[src/common/dcache_pkg.sv]
package dcache_pkg;

    ////////////////////////////////////////////////
    // Geometry
    ////////////////////////////////////////////////

    localparam int CACHE_SETS  = 16;
    localparam int CACHE_WAYS  = 2;
    localparam int OFFSET_BITS = 3;
    localparam int INDEX_BITS  = $clog2(CACHE_SETS);
    localparam int TAG_BITS    = 9;

    // Index from address bits 6:3, tag from bits 15:7
    typedef logic [INDEX_BITS-1:0] index_t;
    typedef logic [TAG_BITS-1:0]   ctag_t;
    typedef logic                  way_t;

    // Miss sequencing
    typedef enum logic [1:0] {
        MS_IDLE      = 2'h0,
        MS_WRITEBACK = 2'h1,
        MS_LOAD_REQ  = 2'h2,
        MS_WAIT_FILL = 2'h3
    } miss_state_e;

endpackage

[src/common/mem_bus_pkg.sv]
package mem_bus_pkg;

    // Byte address, low three bits ignored (whole doublewords only)
    localparam int ADDR_BITS = 16;
    typedef logic [ADDR_BITS-1:0] addr_t;

    typedef logic [63:0] dword_t;

    // Transaction tag, zero means no transaction
    localparam int MEM_TAG_BITS = 4;
    typedef logic [MEM_TAG_BITS-1:0] mem_tag_t;

    // Highest tag value, also the limit on loads in flight
    localparam mem_tag_t MEM_TAG_MAX = 4'd15;

    typedef enum logic [1:0] {
        BUS_NONE  = 2'h0,
        BUS_LOAD  = 2'h1,
        BUS_STORE = 2'h2
    } bus_cmd_e;

    // Cycles from load acceptance to data return
    localparam int MEM_LATENCY = 4;

    localparam int MEM_WORDS     = 8192;
    localparam int MEM_WORD_BITS = $clog2(MEM_WORDS);

endpackage

[src/dcache/dcache_ctrl.sv]
`timescale 1ns/1ps

module dcache_ctrl
    import mem_bus_pkg::*;
    import dcache_pkg::*;
(
    input  logic     clock,
    input  logic     reset,

    // Processor side
    input  logic     read_en,
    input  logic     write_en,
    input  addr_t    addr,
    output logic     data_valid,
    output logic     write_done,

    // Array status
    input  logic     hit,
    input  logic     victim_valid,
    input  logic     victim_dirty,
    input  ctag_t    victim_tag,
    input  dword_t   victim_data,

    // Array updates
    output logic     fill_en,
    output logic     store_en,
    output logic     touch_en,
    output logic     clean_en,
    output dword_t   fill_data,

    // Memory side
    output bus_cmd_e mem_cmd,
    output addr_t    mem_addr,
    output dword_t   mem_wdata,
    input  mem_tag_t mem_response,
    input  mem_tag_t mem_rtag,
    input  dword_t   mem_rdata
);

    miss_state_e state_q;
    miss_state_e state_d;
    mem_tag_t    load_tag_q;

    index_t      index;
    addr_t       line_addr;
    addr_t       victim_addr;
    logic        needs_wb;
    logic        accepted;

    assign index       = addr[OFFSET_BITS +: INDEX_BITS];
    assign line_addr   = {addr[ADDR_BITS-1:OFFSET_BITS], {OFFSET_BITS{1'b0}}};
    // Victim address rebuilt from its stored tag and the current set
    assign victim_addr = {victim_tag, index, {OFFSET_BITS{1'b0}}};
    assign needs_wb    = victim_valid && victim_dirty;
    assign accepted    = (mem_response != '0);

    ////////////////////////////////////////////////
    // Processor answers
    ////////////////////////////////////////////////

    assign data_valid = (state_q == MS_IDLE) && read_en && hit;
    assign write_done = (state_q == MS_IDLE) && write_en && !read_en && (hit || !needs_wb);
    assign touch_en   = data_valid;
    assign store_en   = write_done;
    assign fill_data  = mem_rdata;

    ////////////////////////////////////////////////
    // Miss FSM
    ////////////////////////////////////////////////

    always_comb begin
        state_d   = state_q;
        mem_cmd   = BUS_NONE;
        mem_addr  = line_addr;
        mem_wdata = '0;
        clean_en  = 1'b0;
        fill_en   = 1'b0;

        case (state_q)
            MS_IDLE: begin
                if (read_en && !hit) begin
                    state_d = needs_wb ? MS_WRITEBACK : MS_LOAD_REQ;
                end else if (write_en && !read_en && !hit && needs_wb) begin
                    state_d = MS_WRITEBACK;
                end
            end
            MS_WRITEBACK: begin
                mem_cmd   = BUS_STORE;
                mem_addr  = victim_addr;
                mem_wdata = victim_data;
                if (accepted) begin
                    clean_en = 1'b1;
                    // A pending store finishes from idle once the way is free
                    state_d  = read_en ? MS_LOAD_REQ : MS_IDLE;
                end
            end
            MS_LOAD_REQ: begin
                mem_cmd = BUS_LOAD;
                if (accepted) begin
                    state_d = MS_WAIT_FILL;
                end
            end
            MS_WAIT_FILL: begin
                // Only our own tag counts as the fill
                if (mem_rtag == load_tag_q) begin
                    fill_en = 1'b1;
                    state_d = MS_IDLE;
                end
            end
            default: begin
                state_d = MS_IDLE;
            end
        endcase
    end

    always_ff @(posedge clock) begin
        if (reset) begin
            state_q    <= MS_IDLE;
            load_tag_q <= '0;
        end else begin
            state_q <= state_d;
            if (state_q == MS_LOAD_REQ && accepted) begin
                load_tag_q <= mem_response;
            end
        end
    end

endmodule

[config.mk]
export PLATFORM = sky130hd
export DESIGN_NAME = dcache_ctrl
export DESIGN_NICKNAME = d
export VERILOG_FILES = /design/src/common/dcache_pkg.sv /design/src/common/mem_bus_pkg.sv /design/src/dcache/dcache_ctrl.sv
export SDC_FILE = /design/constraint.sdc
export NUM_CORES = 1
export LEC_CHECK = 0
export ABC_AREA = 1
export CAP_MARGIN = 30
export CORE_AREA = 3 3 124 126
export CTS_CLUSTER_DIAMETER = 150
export DETAILED_ROUTE_END_ITERATION = 8
export DIE_AREA = 0 0 127 129
export DONT_BUFFER_PORTS = 1
export HOLD_SLACK_MARGIN = 0.02
export PLACE_DENSITY = 0.3
export SLEW_MARGIN = 20
export SYNTH_ARGS = -nofsm -noshare
export SYNTH_HDL_FRONTEND = slang
export SYNTH_SLANG_ARGS = --single-unit
[constraint.sdc]
create_clock -name clock -period 2.9 [get_ports clock]
set_clock_uncertainty 0.1 [all_clocks]
set_input_delay 0.145 -clock clock [delete_from_list [all_inputs] [get_ports clock]]
set_output_delay 0.145 -clock clock [all_outputs]
set_load 0.01 [all_outputs]
==> impl_metrics.csv <==
group,metric,value,unit
routing,wl_per_cell,11.9,um
layout,nFillCells,1734,
routing,vias_per_cell,3.31,
setup_path,reg2regPathDepth,6,
synthesis,synth_area_leaders,"buf_4, inv_1, nor2_1",
synthesis,netlist_area,1690,um^2
synthesis,yosys_warnings,0,
routing,drtPass1Iterations,4,
routing,ant_nets,0,
synthesis,synth_top_area_cell,"buf_4",
global_route,grt_pass1_vias,1219,
floorplanning,core.rowCount,44,
sta,fin_hold_ws,0.0310,ns
synthesis,synth_seq_cells,6,
global_route,grt_max_degree,40,
routing,post-route-drc-count,0,
sta,worst_slew_pin_slew,0.697,ns
sta,period_minus_slack,2.18,ns
synthesis,synthFlopType,"dfxtp_1",
global_route,grt_antenna_before_repair,0,
floorplanning,die_h,129,um
synthesis,synthArstFlopShare,0,
global_route,globalRouteMet2Util,0.0816,
layout,n_antenna_cell,0,
place,port_buffers,0,
setup_path,cp.arrival,1.94,ns
power_and_ir_drop,vdd_drop_max,0.000302,V
global_route,busiest_layer,"met2",
setup_path,r2r_slack,1.00,ns
setup_path,cp-start-kind,"register",
layout,areaGrowthSynthToFinish,-15.0,%
flow_run,drv_cap,0,
global_route,grt.overflow.total,0,
synthesis,synthCells,327,
sta,post-route-period-util,0.752,
synthesis,synth.most_common_cell,"inv_1",
global_route,grt_pass1_wl,6560,um
setup_path,crit_fanout,39,
layout,nets,428,
routing,wirelength,5260,um
clock_tree,clk_latency,0.22,ns
setup_path,crit_start,"state_q[1]",
clock_tree,cts.htree.levels,1,
routing,vias,1461,
floorplanning,die-width,127,um
global_route,grtUsageMet3,0.0328,
sta,max_freq,458,MHz
power_and_ir_drop,power_density,740,nW/um^2
power_and_ir_drop,leakage,0.897,nW
routing,drt_iter0_drc,28,
place,dp_hpwl,4610,um
outcome,status,"completed",
sta,slew_headroom,0.534,
setup_path,setup.worst_path.class,"reg2out",
sta,setup_viol,0,
setup_path,r2r-start,"state_q[1]",
setup_path,end_kind,"primary output",
clock_tree,post-cts-setup-buffers,0,
floorplanning,core,14400,um^2
clock_tree,cts.sinks,6,
clock_tree,clk_pin_slew,0.03,ns
sta,drv_slew,0,
place,gp_congestion,0.697,
synthesis,synthTopCellsByCount,"inv_1, nor2_1, buf_4, nand2_1, buf_6",
synthesis,avgSynthCellArea,5.15,um^2
min_path,hp-class,"in2reg",
sta,setup_tns,0,ns
clock_tree,cts_buffer_depth,2,
synthesis,yosysTopAreaCellShare,0.325,
clock_tree,cts_buffers,3,
clock_tree,cts_tree,"built",
setup_path,cp.required,2.65,ns
synthesis,synthDistinctLibCells,18,
global_route,met1_usage,0.0596,
setup_path,reg2reg_to,"load_tag_q[2]",
floorplanning,start_util,0.117,
setup_path,endpoint,"mem_addr[11]",
sta,rsz0062_at_grt,"no",
clock_tree,cts_root_buf,"clkbuf_16",
synthesis,synth-edff-count,0,
floorplanning,die_area,16400,um^2
synthesis,yosysSeqAreaShare,0.0713,
floorplanning,ios,320,
sta,finalHoldViolCount,0,
global_route,grt_usage,0.0524,
layout,drive_gt1_frac,0.0543,
## power breakdown
part | leakage (nW) | internal, W | switching [W]
clock network | 0.0370 | 0.000177 | 0.0000435
registers | 0.0493 | 0.000109 | 0.0000275
logic | 0.811 | 0.000163 | 0.000540
total | 0.897 | 0.000449 | 0.000611
## metal layers
metal  wire length [um]  vias up  share of wire
met5                  0        -              0
met4                 76        0          0.014
met3                846       12           0.16
met2               2320      157           0.44
met1               2020      598           0.38
li1                   -      694              -
## how the worst min path moves through the flow
stage	start	depth (start not counted)	slack [ns]	to
after floorplan	reset	1	0.11	load_tag_q[0]
after global placement	reset	1	0.12	load_tag_q[1]
after detailed placement	reset	1	0.12	load_tag_q[2]
after CTS	mem_response[3]	2	0.04	load_tag_q[3]
after global routing	mem_response[3]	2	0.06	load_tag_q[3]
final	mem_response[3]	2	0.03	load_tag_q[3]
## layout by cell type, fill, tap and decap left out
cell           synthesis  final
inv_1                 80     80
nor2_1                77     77
nand2_1               62     62
dfxtp_1                6      6
a21oi_1                5      5
dlygate4sd3_1          0      4
buf_4                 73      4
inv_2                  3      3
conb_1                 1      3
clkbuf_16              0      3
nor2_2                 2      2
clkinv_1               2      2
o21ai_0                2      2
nand3_1                2      2
nor4_1                 1      1
o21ai_2                1      1
a211oi_2               1      1
## what timing repair did
| item | 4_1_cts | 5_1_grt |
|---|---|---|
| gates resized for setup | 0 | 0 |
| endpoints found under the hold margin | 6 | 0 |
| hold buffers | 4 | 0 |
## cell families after synthesis
| family | synth area share |
|---|---|
| flip-flops | 0.0713 |
| AND/OR/NAND/NOR | 0.327 |
| other | 0.00223 |
| buffers and inverters | 0.566 |
| AO/OA/AOI/OAI | 0.0334 |
## per-stage QoR
stage            util  std cells  area, um^2  power [W]  setup WS (ns)
6_report       0.0993        442        1430    0.00106          0.719
5_1_grt        0.0993        442        1430    0.00117          0.541
4_1_cts        0.0993        442        1430    0.00109          0.651
3_5_place_dp   0.0913        435        1320   0.000853          0.898
3_3_place_gp   0.0913        435        1320   0.000848          0.970
2_1_floorplan       -        329        1690   0.000884           1.46
## sequential cells by signal (all words and copies together) (netlist names)
| register | cells |
|---|---|
| state_q | 2 |
| load_tag_q | 4 |
## worst max-delay path: stages (launching register included)
cell and delay, ns:
dfxtp_1 0.43, nor2_2 0.06, buf_4 0.19, inv_2 0.53, buf_4 0.32, nand2_1 0.07, nand2_1 0.10
## final cells by class
| cell class | count | area (um^2) | area share |
|---|---|---|---|
| Clock buffer | 3 | 75.1 | 0.0524 |
| Inverter | 85 | 319 | 0.223 |
| Multi-Input combinational cell | 156 | 618 | 0.431 |
| Sequential cell | 6 | 120 | 0.0838 |
| Tap cell | 184 | 230 | 0.161 |
| Timing Repair Buffer | 8 | 70.1 | 0.0489 |
Power figures use the tool's default switching activity.
